### src/common/mips_pkg.sv
package mips_pkg;

    localparam int DATA_W     = 32;
    localparam int REG_ADDR_W = 5;
    localparam int OP_W       = 6;
    localparam int FUNC_W     = 6;

    // Opcodes
    localparam logic [OP_W-1:0] OP_RTYPE = 6'b000000;
    localparam logic [OP_W-1:0] OP_JAL   = 6'b000011;
    localparam logic [OP_W-1:0] OP_BEQ   = 6'b000100;
    localparam logic [OP_W-1:0] OP_BNE   = 6'b000101;
    localparam logic [OP_W-1:0] OP_ADDIU = 6'b001001;
    localparam logic [OP_W-1:0] OP_SLTI  = 6'b001010;
    localparam logic [OP_W-1:0] OP_ANDI  = 6'b001100;
    localparam logic [OP_W-1:0] OP_ORI   = 6'b001101;
    localparam logic [OP_W-1:0] OP_XORI  = 6'b001110;
    localparam logic [OP_W-1:0] OP_LUI   = 6'b001111;
    localparam logic [OP_W-1:0] OP_LW    = 6'b100011;
    localparam logic [OP_W-1:0] OP_SW    = 6'b101011;

    // R-type function field
    localparam logic [FUNC_W-1:0] FN_SLL  = 6'b000000;
    localparam logic [FUNC_W-1:0] FN_SRL  = 6'b000010;
    localparam logic [FUNC_W-1:0] FN_SRA  = 6'b000011;
    localparam logic [FUNC_W-1:0] FN_ADDU = 6'b100001;
    localparam logic [FUNC_W-1:0] FN_SUBU = 6'b100011;
    localparam logic [FUNC_W-1:0] FN_AND  = 6'b100100;
    localparam logic [FUNC_W-1:0] FN_OR   = 6'b100101;
    localparam logic [FUNC_W-1:0] FN_XOR  = 6'b100110;
    localparam logic [FUNC_W-1:0] FN_NOR  = 6'b100111;
    localparam logic [FUNC_W-1:0] FN_SLT  = 6'b101010;
    localparam logic [FUNC_W-1:0] FN_SLTU = 6'b101011;
    localparam logic [FUNC_W-1:0] FN_JALR = 6'b011111;  // Local encoding, not MIPS-I

    localparam logic [1:0] ALUOP_ADD  = 2'b00;
    localparam logic [1:0] ALUOP_SUB  = 2'b01;
    localparam logic [1:0] ALUOP_FUNC = 2'b10;
    localparam logic [1:0] ALUOP_IMM  = 2'b11;

    localparam logic [1:0] ALUSRC_REG   = 2'b00;
    localparam logic [1:0] ALUSRC_IMM   = 2'b01;
    localparam logic [1:0] ALUSRC_SHAMT = 2'b10;

    localparam logic [1:0] WIDTH_BYTE = 2'b00;
    localparam logic [1:0] WIDTH_HALF = 2'b01;
    localparam logic [1:0] WIDTH_WORD = 2'b11;

    localparam logic [REG_ADDR_W-1:0] LINK_REG = 5'd31;

    typedef union packed {
        struct packed {
            logic [OP_W-1:0]       opcode;
            logic [REG_ADDR_W-1:0] rs;
            logic [REG_ADDR_W-1:0] rt;
            logic [REG_ADDR_W-1:0] rd;
            logic [4:0]            shamt;
            logic [FUNC_W-1:0]     func;
        } r_view;
        struct packed {
            logic [OP_W-1:0]       opcode;
            logic [REG_ADDR_W-1:0] rs;
            logic [REG_ADDR_W-1:0] rt;
            logic [15:0]           imm16;
        } i_view;
    } instr_t;

endpackage

### src/decode/decode_unit.sv
`timescale 1ns/10ps

module decode_unit (
    input  mips_pkg::instr_t                i_instruction,
    output logic [mips_pkg::REG_ADDR_W-1:0] o_rs, o_rt, o_rd,
    output logic [mips_pkg::OP_W-1:0]       o_opcode,
    output logic [mips_pkg::FUNC_W-1:0]     o_func,
    output logic [mips_pkg::DATA_W-1:0]     o_immediate,
    output logic                            o_branch, o_reg_dst, o_mem2reg,
    output logic                            o_mem_read, o_mem_write,
    output logic                            o_immediate_flag, o_reg_write, o_sign_flag,
    output logic [1:0]                      o_alu_src, o_alu_op, o_width
);
    import mips_pkg::*;

    logic        r_type;
    logic [15:0] imm16;

    assign r_type   = (i_instruction.r_view.opcode == OP_RTYPE);
    assign imm16    = i_instruction.i_view.imm16;
    assign o_opcode = i_instruction.i_view.opcode;
    assign o_rs     = i_instruction.i_view.rs;
    assign o_rt     = i_instruction.i_view.rt;
    assign o_rd     = r_type ? i_instruction.r_view.rd : '0;    // Only R-type has rd/func
    assign o_func   = r_type ? i_instruction.r_view.func : '0;

    always_comb begin
        case (o_opcode)
            OP_ANDI, OP_ORI, OP_XORI: o_immediate = {16'b0, imm16};
            OP_LUI:                   o_immediate = {imm16, 16'b0};
            default:                  o_immediate = {{16{imm16[15]}}, imm16};
        endcase
    end

    always_comb begin
        o_branch         = 1'b0;
        o_reg_dst        = 1'b0;
        o_mem2reg        = 1'b0;
        o_mem_read       = 1'b0;
        o_mem_write      = 1'b0;
        o_immediate_flag = 1'b0;
        o_reg_write      = 1'b0;
        o_sign_flag      = 1'b0;
        o_alu_src        = ALUSRC_REG;
        o_alu_op         = ALUOP_ADD;
        o_width          = WIDTH_BYTE;
        case (o_opcode)
            OP_RTYPE: begin
                o_reg_dst   = 1'b1;
                o_reg_write = 1'b1;
                case (o_func)
                    FN_SLL, FN_SRL, FN_SRA: begin
                        o_alu_src = ALUSRC_SHAMT;
                        o_alu_op  = ALUOP_FUNC;
                    end
                    FN_ADDU, FN_SUBU, FN_AND, FN_OR, FN_XOR, FN_NOR, FN_SLT, FN_SLTU:
                        o_alu_op = ALUOP_FUNC;
                    FN_JALR: o_alu_op = ALUOP_ADD;  // PC+4 plus 4
                    default: o_reg_write = 1'b0;
                endcase
            end
            OP_JAL:   o_reg_write = 1'b1;           // rt becomes r31 in ID/EX
            OP_BEQ, OP_BNE: begin
                o_branch = 1'b1;
                o_alu_op = ALUOP_SUB;
            end
            OP_ADDIU: begin
                o_reg_write = 1'b1;
                o_alu_src   = ALUSRC_IMM;
            end
            OP_SLTI, OP_ANDI, OP_ORI, OP_XORI, OP_LUI: begin
                o_reg_write      = 1'b1;
                o_immediate_flag = 1'b1;
                o_alu_src        = ALUSRC_IMM;
                o_alu_op         = ALUOP_IMM;
            end
            OP_LW: begin
                o_reg_write = 1'b1;
                o_mem2reg   = 1'b1;
                o_mem_read  = 1'b1;
                o_sign_flag = 1'b1;
                o_alu_src   = ALUSRC_IMM;
                o_width     = WIDTH_WORD;
            end
            OP_SW: begin
                o_mem_write = 1'b1;
                o_alu_src   = ALUSRC_IMM;
                o_width     = WIDTH_WORD;
            end
            default: ;
        endcase
    end

endmodule

### src/decode/register_file.sv
`timescale 1ns/10ps

module register_file (
    input  logic                            clk,
    input  logic                            i_reset,
    input  logic [mips_pkg::REG_ADDR_W-1:0] i_read_addr_a, i_read_addr_b,
    input  logic                            i_write_en,
    input  logic [mips_pkg::REG_ADDR_W-1:0] i_write_addr,
    input  logic [mips_pkg::DATA_W-1:0]     i_write_data,
    output logic [mips_pkg::DATA_W-1:0]     o_read_data_a, o_read_data_b
);
    import mips_pkg::*;

    logic [DATA_W-1:0] regs [2**REG_ADDR_W];
    logic              hit_a, hit_b;

    always_ff @(posedge clk or negedge i_reset) begin
        if (!i_reset) begin
            for (int i = 0; i < 2**REG_ADDR_W; i++) begin
                regs[i] <= '0;
            end
        end else if (i_write_en && (i_write_addr != '0)) begin
            regs[i_write_addr] <= i_write_data;
        end
    end

    // Write-to-read bypass, r0 never bypassed
    assign hit_a = i_write_en && (i_write_addr != '0) && (i_write_addr == i_read_addr_a);
    assign hit_b = i_write_en && (i_write_addr != '0) && (i_write_addr == i_read_addr_b);

    assign o_read_data_a = hit_a ? i_write_data : regs[i_read_addr_a];
    assign o_read_data_b = hit_b ? i_write_data : regs[i_read_addr_b];

endmodule

### src/execute/alu.sv
`timescale 1ns/10ps

module alu (
    input  logic [mips_pkg::DATA_W-1:0] i_operand_a, i_operand_b,
    input  logic [1:0]                  i_alu_op,
    input  logic [mips_pkg::OP_W-1:0]   i_opcode,
    input  logic [mips_pkg::FUNC_W-1:0] i_func,
    input  logic [4:0]                  i_shamt,
    output logic [mips_pkg::DATA_W-1:0] o_result
);
    import mips_pkg::*;

    logic lt_signed, lt_unsigned;

    assign lt_signed   = $signed(i_operand_a) < $signed(i_operand_b);
    assign lt_unsigned = i_operand_a < i_operand_b;

    always_comb begin
        o_result = '0;
        case (i_alu_op)
            ALUOP_ADD: o_result = i_operand_a + i_operand_b;
            ALUOP_SUB: o_result = i_operand_a - i_operand_b;
            ALUOP_FUNC: begin
                case (i_func)
                    FN_ADDU: o_result = i_operand_a + i_operand_b;
                    FN_SUBU: o_result = i_operand_a - i_operand_b;
                    FN_AND:  o_result = i_operand_a & i_operand_b;
                    FN_OR:   o_result = i_operand_a | i_operand_b;
                    FN_XOR:  o_result = i_operand_a ^ i_operand_b;
                    FN_NOR:  o_result = ~(i_operand_a | i_operand_b);
                    FN_SLT:  o_result = DATA_W'(lt_signed);
                    FN_SLTU: o_result = DATA_W'(lt_unsigned);
                    FN_SLL:  o_result = i_operand_a << i_shamt;
                    FN_SRL:  o_result = i_operand_a >> i_shamt;
                    FN_SRA:  o_result = $signed(i_operand_a) >>> i_shamt;
                    default: o_result = '0;
                endcase
            end
            default: begin                      // Immediate class, by opcode
                case (i_opcode)
                    OP_SLTI: o_result = DATA_W'(lt_signed);
                    OP_ANDI: o_result = i_operand_a & i_operand_b;
                    OP_ORI:  o_result = i_operand_a | i_operand_b;
                    OP_XORI: o_result = i_operand_a ^ i_operand_b;
                    OP_LUI:  o_result = i_operand_b;   // Already in upper half
                    default: o_result = '0;
                endcase
            end
        endcase
    end

endmodule

### src/execute/execute_unit.sv
`timescale 1ns/10ps

module execute_unit (
    input  logic [mips_pkg::DATA_W-1:0]     i_reg_da, i_reg_db, i_immediate,
    input  logic [mips_pkg::REG_ADDR_W-1:0] i_rd, i_rs, i_rt,
    input  logic [mips_pkg::OP_W-1:0]       i_opcode,
    input  logic [mips_pkg::FUNC_W-1:0]     i_func,
    input  logic [4:0]                      i_shamt,
    input  logic                            i_reg_dst, i_immediate_flag,
    input  logic [1:0]                      i_alu_src, i_alu_op,
    input  logic                            i_fwd_en,
    input  logic [mips_pkg::REG_ADDR_W-1:0] i_fwd_addr,
    input  logic [mips_pkg::DATA_W-1:0]     i_fwd_data,
    output logic [mips_pkg::DATA_W-1:0]     o_alu_result, o_store_data,
    output logic [mips_pkg::REG_ADDR_W-1:0] o_dest_reg,
    output logic                            o_zero
);
    import mips_pkg::*;

    logic              is_link, fwd_a, fwd_b;
    logic [DATA_W-1:0] reg_a, reg_b, op_a, op_b;

    // Operand B of a link holds the constant 4, never forwarded
    assign is_link = (i_opcode == OP_JAL) || ((i_opcode == OP_RTYPE) && (i_func == FN_JALR));
    assign fwd_a   = i_fwd_en && (i_fwd_addr != '0) && (i_fwd_addr == i_rs);
    assign fwd_b   = i_fwd_en && (i_fwd_addr != '0) && (i_fwd_addr == i_rt) && !is_link;
    assign reg_a   = fwd_a ? i_fwd_data : i_reg_da;
    assign reg_b   = fwd_b ? i_fwd_data : i_reg_db;

    always_comb begin
        op_a = reg_a;
        case (i_alu_src)
            ALUSRC_IMM:   op_b = i_immediate;
            ALUSRC_SHAMT: begin
                op_a = reg_b;                   // Shifts act on rt
                op_b = DATA_W'(i_shamt);
            end
            default:      op_b = reg_b;
        endcase
    end

    alu u_alu (
        .i_operand_a(op_a), .i_operand_b(op_b),
        .i_alu_op(i_immediate_flag ? ALUOP_IMM : i_alu_op),
        .i_opcode(i_opcode), .i_func(i_func), .i_shamt(i_shamt),
        .o_result(o_alu_result)
    );

    assign o_store_data = reg_b;
    assign o_dest_reg   = i_reg_dst ? i_rd : i_rt;
    assign o_zero       = (reg_a == reg_b) ^ (i_opcode == OP_BNE);

endmodule

### src/source/id_ex_register.sv
`timescale 1ns/10ps

module id_ex_register (
    input  logic                            clk,
    input  logic                            i_reset,
    input  logic                            i_halt,
    input  logic                            i_stall,
    input  logic [mips_pkg::DATA_W-1:0]     i_read_data_a, i_read_data_b,
    input  logic [mips_pkg::REG_ADDR_W-1:0] i_rd, i_rs, i_rt,
    input  logic [mips_pkg::OP_W-1:0]       i_opcode,
    input  logic [mips_pkg::FUNC_W-1:0]     i_func,
    input  logic [mips_pkg::DATA_W-1:0]     i_immediate,
    input  mips_pkg::instr_t                i_instruction,
    input  logic [mips_pkg::DATA_W-1:0]     i_pcounter4,
    input  logic                            i_branch, i_reg_dst, i_mem2reg,
    input  logic                            i_mem_read, i_mem_write,
    input  logic                            i_immediate_flag, i_reg_write, i_sign_flag,
    input  logic [1:0]                      i_alu_src, i_alu_op, i_width,

    output logic [mips_pkg::DATA_W-1:0]     o_reg_da, o_reg_db,
    output logic [mips_pkg::REG_ADDR_W-1:0] o_rd, o_rs, o_rt,
    output logic [mips_pkg::OP_W-1:0]       o_opcode,
    output logic [mips_pkg::FUNC_W-1:0]     o_func,
    output logic [4:0]                      o_shamt,
    output logic [mips_pkg::DATA_W-1:0]     o_immediate,
    output logic                            o_branch, o_reg_dst, o_mem2reg,
    output logic                            o_mem_read, o_mem_write,
    output logic                            o_immediate_flag, o_reg_write, o_sign_flag,
    output logic [1:0]                      o_alu_src, o_alu_op, o_width
);
    import mips_pkg::*;

    logic is_jal;
    logic is_link;

    assign is_jal  = (i_opcode == OP_JAL);
    assign is_link = is_jal || ((i_opcode == OP_RTYPE) && (i_func == FN_JALR));

    always_ff @(posedge clk or negedge i_reset) begin
        if (!i_reset) begin
            o_reg_da         <= '0;
            o_reg_db         <= '0;
            o_rd             <= '0;
            o_rs             <= '0;
            o_rt             <= '0;
            o_opcode         <= '0;
            o_func           <= '0;
            o_shamt          <= '0;
            o_immediate      <= '0;
            o_branch         <= 1'b0;
            o_reg_dst        <= 1'b0;
            o_mem2reg        <= 1'b0;
            o_mem_read       <= 1'b0;
            o_mem_write      <= 1'b0;
            o_immediate_flag <= 1'b0;
            o_reg_write      <= 1'b0;
            o_sign_flag      <= 1'b0;
            o_alu_src        <= 2'b00;
            o_alu_op         <= 2'b00;
            o_width          <= 2'b00;
        end else if (!i_halt) begin
            // Link instructions compute PC+4 + 4 in the ALU
            o_reg_da    <= is_link ? i_pcounter4 : i_read_data_a;
            o_reg_db    <= is_link ? DATA_W'(4) : i_read_data_b;
            o_rs        <= is_link ? '0 : i_rs;
            o_rt        <= is_jal ? LINK_REG : i_rt;
            o_rd        <= i_rd;
            o_opcode    <= i_opcode;
            o_func      <= i_func;
            o_shamt     <= i_instruction.r_view.shamt;
            o_immediate <= i_immediate;

            // ##########################################################################
            // Stall turns the entry into a bubble
            o_branch         <= i_branch && !i_stall;
            o_reg_dst        <= i_reg_dst && !i_stall;
            o_mem2reg        <= i_mem2reg && !i_stall;
            o_mem_read       <= i_mem_read && !i_stall;
            o_mem_write      <= i_mem_write && !i_stall;
            o_immediate_flag <= i_immediate_flag && !i_stall;
            o_reg_write      <= i_reg_write && !i_stall;
            o_sign_flag      <= i_sign_flag && !i_stall;
            o_alu_src        <= i_stall ? 2'b00 : i_alu_src;
            o_alu_op         <= i_stall ? 2'b00 : i_alu_op;
            o_width          <= i_stall ? 2'b00 : i_width;
        end
    end

endmodule

### src/source/result_register.sv
`timescale 1ns/10ps

module result_register (
    input  logic                            clk,
    input  logic                            i_reset,
    input  logic                            i_halt,
    input  logic [mips_pkg::DATA_W-1:0]     i_alu_result, i_store_data,
    input  logic [mips_pkg::REG_ADDR_W-1:0] i_dest_reg,
    input  logic                            i_zero, i_reg_write, i_mem2reg,
    input  logic                            i_mem_read, i_mem_write, i_branch, i_sign_flag,
    input  logic [1:0]                      i_width,
    output logic [mips_pkg::DATA_W-1:0]     o_alu_result, o_store_data,
    output logic [mips_pkg::REG_ADDR_W-1:0] o_write_reg,
    output logic                            o_reg_write, o_mem2reg, o_mem_read, o_mem_write,
    output logic                            o_branch, o_zero, o_sign_flag,
    output logic [1:0]                      o_width,
    output logic                            o_wb_en
);

    always_ff @(posedge clk or negedge i_reset) begin
        if (!i_reset) begin
            o_alu_result <= '0;
            o_store_data <= '0;
            o_write_reg  <= '0;
            o_reg_write  <= 1'b0;
            o_mem2reg    <= 1'b0;
            o_mem_read   <= 1'b0;
            o_mem_write  <= 1'b0;
            o_branch     <= 1'b0;
            o_zero       <= 1'b0;
            o_sign_flag  <= 1'b0;
            o_width      <= 2'b00;
        end else if (!i_halt) begin
            o_alu_result <= i_alu_result;
            o_store_data <= i_store_data;
            o_write_reg  <= i_dest_reg;
            o_reg_write  <= i_reg_write;
            o_mem2reg    <= i_mem2reg;
            o_mem_read   <= i_mem_read;
            o_mem_write  <= i_mem_write;
            o_branch     <= i_branch;
            o_zero       <= i_zero;
            o_sign_flag  <= i_sign_flag;
            o_width      <= i_width;
        end
    end

    // Loads finish outside this slice
    assign o_wb_en = o_reg_write && !o_mem2reg && !i_halt;

endmodule

### src/source/pipeline_top.sv
`timescale 1ns/10ps

module pipeline_top (
    input  logic                            clk,
    input  logic                            i_reset,
    input  mips_pkg::instr_t                i_instruction,
    input  logic [mips_pkg::DATA_W-1:0]     i_pcounter4,
    input  logic                            i_stall,
    input  logic                            i_halt,
    output logic [mips_pkg::DATA_W-1:0]     o_alu_result, o_store_data,
    output logic [mips_pkg::REG_ADDR_W-1:0] o_write_reg,
    output logic                            o_reg_write, o_mem2reg, o_mem_read, o_mem_write,
    output logic                            o_branch, o_zero, o_sign_flag,
    output logic [1:0]                      o_width
);
    import mips_pkg::*;

    // ##########################################################################
    // Decode stage
    logic [REG_ADDR_W-1:0] d_rs, d_rt, d_rd;
    logic [OP_W-1:0]       d_opcode;
    logic [FUNC_W-1:0]     d_func;
    logic [DATA_W-1:0]     d_immediate, rf_data_a, rf_data_b;
    logic                  d_branch, d_reg_dst, d_mem2reg, d_mem_read, d_mem_write;
    logic                  d_immediate_flag, d_reg_write, d_sign_flag;
    logic [1:0]            d_alu_src, d_alu_op, d_width;

    // Execute stage
    logic [DATA_W-1:0]     x_reg_da, x_reg_db, x_immediate;
    logic [REG_ADDR_W-1:0] x_rd, x_rs, x_rt;
    logic [OP_W-1:0]       x_opcode;
    logic [FUNC_W-1:0]     x_func;
    logic [4:0]            x_shamt;
    logic                  x_branch, x_reg_dst, x_mem2reg, x_mem_read, x_mem_write;
    logic                  x_immediate_flag, x_reg_write, x_sign_flag;
    logic [1:0]            x_alu_src, x_alu_op, x_width;

    logic [DATA_W-1:0]     e_alu_result, e_store_data;
    logic [REG_ADDR_W-1:0] e_dest_reg;
    logic                  e_zero, wb_en;

    decode_unit u_decode (
        .i_instruction(i_instruction),
        .o_rs(d_rs), .o_rt(d_rt), .o_rd(d_rd), .o_opcode(d_opcode), .o_func(d_func),
        .o_immediate(d_immediate), .o_branch(d_branch), .o_reg_dst(d_reg_dst),
        .o_mem2reg(d_mem2reg), .o_mem_read(d_mem_read), .o_mem_write(d_mem_write),
        .o_immediate_flag(d_immediate_flag), .o_reg_write(d_reg_write),
        .o_sign_flag(d_sign_flag), .o_alu_src(d_alu_src), .o_alu_op(d_alu_op),
        .o_width(d_width)
    );

    register_file u_regfile (
        .clk(clk), .i_reset(i_reset),
        .i_read_addr_a(d_rs), .i_read_addr_b(d_rt),
        .i_write_en(wb_en), .i_write_addr(o_write_reg), .i_write_data(o_alu_result),
        .o_read_data_a(rf_data_a), .o_read_data_b(rf_data_b)
    );

    id_ex_register u_id_ex (
        .clk(clk), .i_reset(i_reset), .i_halt(i_halt), .i_stall(i_stall),
        .i_read_data_a(rf_data_a), .i_read_data_b(rf_data_b),
        .i_rd(d_rd), .i_rs(d_rs), .i_rt(d_rt), .i_opcode(d_opcode), .i_func(d_func),
        .i_immediate(d_immediate), .i_instruction(i_instruction), .i_pcounter4(i_pcounter4),
        .i_branch(d_branch), .i_reg_dst(d_reg_dst), .i_mem2reg(d_mem2reg),
        .i_mem_read(d_mem_read), .i_mem_write(d_mem_write),
        .i_immediate_flag(d_immediate_flag), .i_reg_write(d_reg_write),
        .i_sign_flag(d_sign_flag), .i_alu_src(d_alu_src), .i_alu_op(d_alu_op),
        .i_width(d_width),
        .o_reg_da(x_reg_da), .o_reg_db(x_reg_db), .o_rd(x_rd), .o_rs(x_rs), .o_rt(x_rt),
        .o_opcode(x_opcode), .o_func(x_func), .o_shamt(x_shamt), .o_immediate(x_immediate),
        .o_branch(x_branch), .o_reg_dst(x_reg_dst), .o_mem2reg(x_mem2reg),
        .o_mem_read(x_mem_read), .o_mem_write(x_mem_write),
        .o_immediate_flag(x_immediate_flag), .o_reg_write(x_reg_write),
        .o_sign_flag(x_sign_flag), .o_alu_src(x_alu_src), .o_alu_op(x_alu_op),
        .o_width(x_width)
    );

    execute_unit u_execute (
        .i_reg_da(x_reg_da), .i_reg_db(x_reg_db), .i_immediate(x_immediate),
        .i_rd(x_rd), .i_rs(x_rs), .i_rt(x_rt), .i_opcode(x_opcode), .i_func(x_func),
        .i_shamt(x_shamt), .i_reg_dst(x_reg_dst), .i_immediate_flag(x_immediate_flag),
        .i_alu_src(x_alu_src), .i_alu_op(x_alu_op),
        .i_fwd_en(wb_en), .i_fwd_addr(o_write_reg), .i_fwd_data(o_alu_result),
        .o_alu_result(e_alu_result), .o_store_data(e_store_data),
        .o_dest_reg(e_dest_reg), .o_zero(e_zero)
    );

    result_register u_result (
        .clk(clk), .i_reset(i_reset), .i_halt(i_halt),
        .i_alu_result(e_alu_result), .i_store_data(e_store_data), .i_dest_reg(e_dest_reg),
        .i_zero(e_zero), .i_reg_write(x_reg_write), .i_mem2reg(x_mem2reg),
        .i_mem_read(x_mem_read), .i_mem_write(x_mem_write), .i_branch(x_branch),
        .i_sign_flag(x_sign_flag), .i_width(x_width),
        .o_alu_result(o_alu_result), .o_store_data(o_store_data), .o_write_reg(o_write_reg),
        .o_reg_write(o_reg_write), .o_mem2reg(o_mem2reg), .o_mem_read(o_mem_read),
        .o_mem_write(o_mem_write), .o_branch(o_branch), .o_zero(o_zero),
        .o_sign_flag(o_sign_flag), .o_width(o_width), .o_wb_en(wb_en)
    );

endmodule

### config.mk
export PLATFORM = sky130hd
export DESIGN_NAME = pipeline_top
export DESIGN_NICKNAME = d
export VERILOG_FILES = /design/src/common/mips_pkg.sv /design/src/decode/decode_unit.sv /design/src/decode/register_file.sv /design/src/execute/alu.sv /design/src/execute/execute_unit.sv /design/src/source/id_ex_register.sv /design/src/source/result_register.sv /design/src/source/pipeline_top.sv
export SDC_FILE = /design/constraint.sdc
export NUM_CORES = 2
export LEC_CHECK = 0
export BUFFER_PORTS_ARGS = -buffer_cell sky130_fd_sc_hd__buf_2
export CAP_MARGIN = 0
export CELL_PAD_IN_SITES_DETAIL_PLACEMENT = 1
export CELL_PAD_IN_SITES_GLOBAL_PLACEMENT = 2
export CORE_ASPECT_RATIO = 1.5
export CORE_MARGIN = 2
export CORE_UTILIZATION = 25
export CTS_CLUSTER_DIAMETER = 50
export DETAILED_ROUTE_END_ITERATION = 6
export PLACE_DENSITY = 0.62
export SLEW_MARGIN = 20
export SYNTH_ARGS = -nofsm -noshare
export SYNTH_HDL_FRONTEND = slang
export SYNTH_SLANG_ARGS = --single-unit
export TNS_END_PERCENT = 30
### constraint.sdc
create_clock -name clk -period 5.2 [get_ports clk]
set_clock_uncertainty 0.1 [all_clocks]
set_input_delay 1.04 -clock clk [delete_from_list [all_inputs] [get_ports clk]]
set_output_delay 1.04 -clock clk [all_outputs]
set_load 0.02 [all_outputs]
## After elaboration in Yosys (flattened, before gate mapping)

Index checks and enable logic that the tools add are counted.

| operators by class | value |
|---|---|
| add/subtract/negate cells | 2 |
| multipliers | 0 |
| div/mod/pow operators | 0 |
| $lt $le $gt $ge | 6 |
| equality and inequality tests | 49 |
| shift-type cells | 3 |
| muxes and demuxes | 42 |
| bitwise gates (word level) | 8 |
| reductions and logical operators | 38 |

Operator list:

| cell | count |
|---|---|
| bitwise mux 1024 bit | 1 |
| two-way mux 32 bit | 12 |
| case mux 32 bit (11 select lines) | 1 |
| binary-select mux 32 bit (select 5 bit) | 2 |
| demux 32 bit (select 5 bit) | 1 |
| case mux 32 bit (5 select lines) | 1 |
| case mux 32 bit (2 select lines) | 2 |
| == test 6 bit (second input constant) | 18 |
| case mux 32 bit (3 select lines) | 1 |
| == test 6 x 4 -> 1 bit (second input constant) | 11 |
| less-than comparator 32 bit | 2 |
| == test 6 x 2 -> 1 bit (second input constant) | 6 |
| adder 32 bit | 1 |
| AND 32 bit | 1 |
| == test 32 bit | 1 |
| NOT 32 bit | 1 |
| bitwise OR 32 bit | 1 |
| left shift 32 x 5 -> 32 bit | 1 |
| >> shifter 32 x 5 -> 32 bit | 1 |
| >>> shifter 32 x 5 -> 32 bit | 1 |
| subtractor 32 bit | 1 |
| XOR 32 bit | 1 |
| logical NOT 6 bit | 4 |
| == test 5 bit | 4 |
| 26 further kinds | 72 |

| storage, ports and cells | value |
|---|---|
| register bits after elaboration | 1240 |
| latch bits | 0 |
| memory bits (writable) | 0 |
| bits in read-only memories | 0 |
| input bits | 68 |
| output and inout bits | 78 |
| word-level logic and storage cells | 207 |
| memories | 0 |

## Logic depth before layout (Yosys ltp)

| logic depth | value |
|---|---|
| depth in word-level cells | 12 |
| gate-level depth with buffers | 25 |
| depth with buffers taken out | 19 |

## Modules after synthesis

A second synthesis with hierarchy kept.

| second synthesis, totals | value |
|---|---|
| cells, all modules | 6455 |
| area, all modules | 77884.7 sq um |

By module, submodules not included:

| module | instances | cells each | area each (sq um) | seq. area each (sq um) |
|---|---|---|---|---|
| register_file | 1 | 3483 | 53445.0 | 25624.6 |
| alu | 1 | 1532 | 10646.5 | 0.0 |
| id_ex_register | 1 | 551 | 6515.0 | 3553.4 |
| execute_unit | 1 | 606 | 3565.9 | 0.0 |
| result_register | 1 | 166 | 2935.3 | 1951.9 |
| decode_unit | 1 | 117 | 777.0 | 0.0 |

## Least setup slack after synthesis

No wires, ideal clock.

| timing path | value |
|---|---|
| kind | input to register |
| start | in i_halt |
| end | reg u_result.o_alu_result[29] (netlist bit) |
| setup time | 0.126 ns |
| arrival time | 6.105 ns |
| required time | 4.974 ns |
| slack | -1.132 ns |
| stages on the path | 23 |
| buffers on the path | 6 |
| path through | or3b_1 -> buf_2 -> a211oi_4 -> o211a_4 -> buf_2 -> buf_2 -> buf_2 -> buf_2 -> o21ai_0 -> a22o_1 -> ha_1 -> clkbuf_1 -> or4_1 -> nor4_1 -> o211ai_1 -> a211o_1 -> a21oi_1 -> o22ai_1 -> o31ai_1 -> a221oi_1 -> a21oi_1 -> nor2_1 -> o32a_1 |

| between the ends | value |
|---|---|
| longest elaborated chain between the ends | 11 |
| elaborated cells on any way between the ends | 22 |
| those cells by class | add/sub (2); shift (3); mux (7); bitwise (4); reduce/logical (6) |

RTL lines:

| element | RTL line | RTL |
|---|---|---|
| start, declared | pipeline_top.sv:9 | `input logic i_halt,` |
| parallel branches: the longest is 11 deep, another holds subtractor 32 bit | -- |  |
| end signal, assigned | result_register.sv:34 | `o_alu_result <= i_alu_result;` |
| end, declared | result_register.sv:12 | `output logic [mips_pkg::DATA_W-1:0] o_alu_result, o_store_data,` |

Several ways; the timed one is not identified.
A chain may end at the register's enable or synchronous reset.

==> qor.yml <==
setup_path:
  critical_path.slowest_cell: "sky130_fd_sc_hd__or4_4"
  crit_start: "u_result.o_sign_flag"
  crit_required_ns: 5.81
  cp-endpoint: "u_result.o_alu_result[29]"
  r2r_end: "u_result.o_alu_result[29]"
  r2r-start: "u_result.o_sign_flag"
  cp.depth: 21
  worst_r2r_path_depth: 21
  delay_heaviest_family_cp: "compound AO/OA/AOI/OAI gates"
  setup.worst_path.class: "reg -> reg"
  critical_path_buf_inv_count: 4
  critical_path.max_fanout: 9
  worst_path_most_repeated_cell: "sky130_fd_sc_hd__buf_4"
  critical_path.endpoint_type: "register"
  critical_path_arrival_ns: 6.35
  regToRegSetupSlack_ns: -0.54
  crit_path_max_incr_delay_ns: 0.56
  crit_path_cell_trace: "or3b_4 -> buf_4 -> a211oi_4 -> buf_4 -> nand3_1 -> a21boi_0 -> a21oi_2 -> ha_1 -> or4_4 -> nor4_4 -> buf_4 -> o211ai_1 -> a211o_1 -> a21oi_2 -> o22ai_2 -> buf_12 -> o31ai_4 -> a221oi_2 -> a21oi_1 -> nor2_1 -> o32a_1"
  worst_setup_path_start_kind: "register"
finish:
  multi_input_area_um2: 44400
  largest_register_ffs: 1024
  num-fill-cells: 33400
  net_count_final: 7113
  mostFrequentLayoutCells: "sky130_fd_sc_hd__dfrtp_1, sky130_fd_sc_hd__mux2_2, sky130_fd_sc_hd__buf_4"
  drive_above_1_share_pct: 46.4
  area_growth_syn_to_layout_pct: 23.4
  largest-register: "u_regfile.regs"
  fin_area_um2: 95400
  seq_area_um2: 31000
  layout_commonest_cell: "sky130_fd_sc_hd__dfrtp_1"
  final_cells: 11100
timing:
  final.hold.worst_slack_ns: 0.0151
  fmax_mhz: 174
  final-max-slew-violation-count: 0
  tightestPinTransition_ns: 1.16
  rsz0062_at_grt: "yes"
  maxSlewHeadroom_pct: 22.0
  number_of_endpoints_failing_setup_at_the_final_stage: 22
  min_period_over_period_pct: 110
  fin_crit_ns: 5.74
  hold_violations: 0
  worst_slack_ns: -0.545
placed_design:
  placement.cell_area_um2: 89200
  buffer_ports.inserted: 145
  final_hpwl_from_detailed_placement_mm: 263
  place.gp.congestion: 0.990
  place_inst: 10800
power_and_ir_drop:
  power_density_nw_per_um2: 270
  switching_share_pct: 30.1
  total_switching_power_mw: 7.75
  internal_power_mw: 18.0
  power_frac_seq_pct: 39.8
  static-leakage-power_nw: 42.2
  power_frac_comb_pct: 18.0
  peakVddDrop_v: 0.000213
  p_clk_share_pct: 42.3
  design_power_total_mw: 25.8
routing:
  firstDrtPassIters: 5
  routed_wire_length_per_instance_um: 33.6
  highest_routed_layer: "met5"
  routedLengthMet1_mm: 137
  ant_nets: 0
  route.vias.total: 60400
  detail_route.drc_violations: 0
  met3_length_mm: 14.0
  first_iter_violations: 4228
  vias_per_cell: 5.44
  wl_mm: 373
  met2WireLength_mm: 190
floorplanning:
  die_x_um: 458
  die_area_um2: 314000
  starting_utilization_of_the_core_area_pct: 25.1
  num_io_pins: 146
  die-height_um: 685
  rows: 250
  core_um2: 308000
yosys:
  synthFlopType: "sky130_fd_sc_hd__dfrtp_1"
  synth-seq-area-share_pct: 40.1
  syn_avg_cell_area_um2: 12.2
  synth_cell_type_count: 94
  syn-cell-area_um2: 77300
  syn-instance-count: 6324
  yosysWarnings: 0
  combinational_family_with_the_most_area_after_synthesis: "multiplexers"
  complex_gate_fraction_of_the_synthesized_area_pct: 9.89
  synth_seq_cells: 1238
  synth-async-reset-ratio_pct: 100
  synth_xor_xnor_area_share_pct: 1.52
  synth_edf_count: 0
  synthesis.nets: 6492
  adder_cell_share_of_the_synthesized_area_pct: 1.64
  post_synth_and_or_nand_nor_area_fraction_pct: 5.51
  synth_mux_area_share_pct: 37.3
cts:
  cts_clk_pin_slew_worst_paths_ns: 0.07
  latest_clock_arrival_within_the_worst_skew_pair_ns: 0.86
  cts_tree: "yes"
  htree_num_levels: 4
  tritoncts.num_buffers: 151
  tritoncts_num_sinks: 1238
  max-clock-path-buffers: 4
  holdBufCountCts: 0
  cts-root-buf: "sky130_fd_sc_hd__clkbuf_16"
job:
  max_cap_violations: 0
global_route:
  first_global_vias: 65700
  antenna_violations_before_repair: 19
  global_route_usage_sum_pct: 23.5
  wire_length_of_the_first_global_routing_pass_mm: 525
  grt_start_max_net_pins: 202
  grt.overflow.total: 0
worst_hold_path:
  timing.hold.worst.class: "in -> async"
outcome:
  status: "finished, violations left"
  failing_checks: "setup timing"
[cells by family after synthesis]
kind of cell,Yosys count
xor+xnor,134
simple gates,967
flops,1238
compound gates,1165
mux,1892
buf+inv,828
fa+ha+maj,100
[repair_timing]
item,4_1_cts,5_1_grt
pin swaps,41,39
cloned,1,0
buffers inserted,20,8
gates resized for setup,141,63
endpoints found under the setup margin,31,30
[metal layers]
layer | up-vias | GRT usage (%)
li1 | 25300 | -
met1 | 32600 | 25.8
met2 | 1682 | 41.4
met5 | - | 0
met4 | 12 | 17.3
met3 | 859 | 3.18
[how the worst min path moves through the flow]
stage               depth (start not counted)                   end  slack, ns
floorplan                                   1  u_regfile.regs[1000]       0.34
finish                                      1    u_regfile.regs[79]       0.02
CTS                                         1    u_regfile.regs[79]       0.02
detailed placement                          0  u_regfile.regs[1001]       0.28
global route                                1    u_regfile.regs[79]       0.05
global placement                            0   u_regfile.regs[992]       0.28
[cell type report]
type	instances	share of cell area (%)
multi-input combinational	4258	46.6
sequential	1238	32.5
timing repair buffer	1138	9.78
tap	4032	5.29
clock buffer	219	4.64
inverter	158	0.634
clock inverter	40	0.526
antenna	23	0.0604
[power by group through the flow]
stage	clock (mW)	combinational, mW	sequential (mW)
final	10.9	4.63	10.2
after global routing	11.4	4.85	10.3
after CTS	11.1	4.54	10.2
after detailed placement	0	4.42	10.4
after global placement	0	4.38	10.4
after floorplan	0	2.17	10.3
[synth_stat cells (36+ instances only)]
| master | count | area share (%) |
|---|---|---|
| sky130_fd_sc_hd__o21ai_0 | 375 | 2.4 |
| sky130_fd_sc_hd__ha_1 | 98 | 1.6 |
| sky130_fd_sc_hd__a21oi_1 | 192 | 1.2 |
| sky130_fd_sc_hd__buf_1 | 115 | 0.56 |
| sky130_fd_sc_hd__clkbuf_1 | 528 | 2.6 |
| sky130_fd_sc_hd__mux2_2 | 987 | 14 |
| sky130_fd_sc_hd__mux4_2 | 688 | 20 |
| sky130_fd_sc_hd__o211ai_1 | 70 | 0.68 |
| sky130_fd_sc_hd__o22ai_1 | 63 | 0.51 |
| sky130_fd_sc_hd__dfrtp_1 | 1238 | 40 |
| sky130_fd_sc_hd__xnor2_1 | 104 | 1.2 |
| sky130_fd_sc_hd__a22o_1 | 37 | 0.42 |
| sky130_fd_sc_hd__a221oi_1 | 36 | 0.41 |
| sky130_fd_sc_hd__inv_1 | 152 | 0.74 |
| sky130_fd_sc_hd__nor2_1 | 234 | 1.1 |
| sky130_fd_sc_hd__mux2i_1 | 216 | 2.8 |
| sky130_fd_sc_hd__a211oi_1 | 78 | 0.76 |
| sky130_fd_sc_hd__nand2_1 | 489 | 2.4 |
| sky130_fd_sc_hd__nor3_1 | 37 | 0.24 |
| sky130_fd_sc_hd__nand3_1 | 44 | 0.28 |
[per-stage QoR]
step                      worst slack (ns)  utilization (%)  TNS, ns
after floorplan                     -0.531                -    -6.41
after global placement               -1.53             28.9   -34.29
after detailed placement             -1.58             28.9   -36.82
after CTS                           -0.580             30.8    -5.69
after global routing                -0.676             30.9   -12.10
final                               -0.545             30.9    -7.58
(Power assumes the default switching activity.)
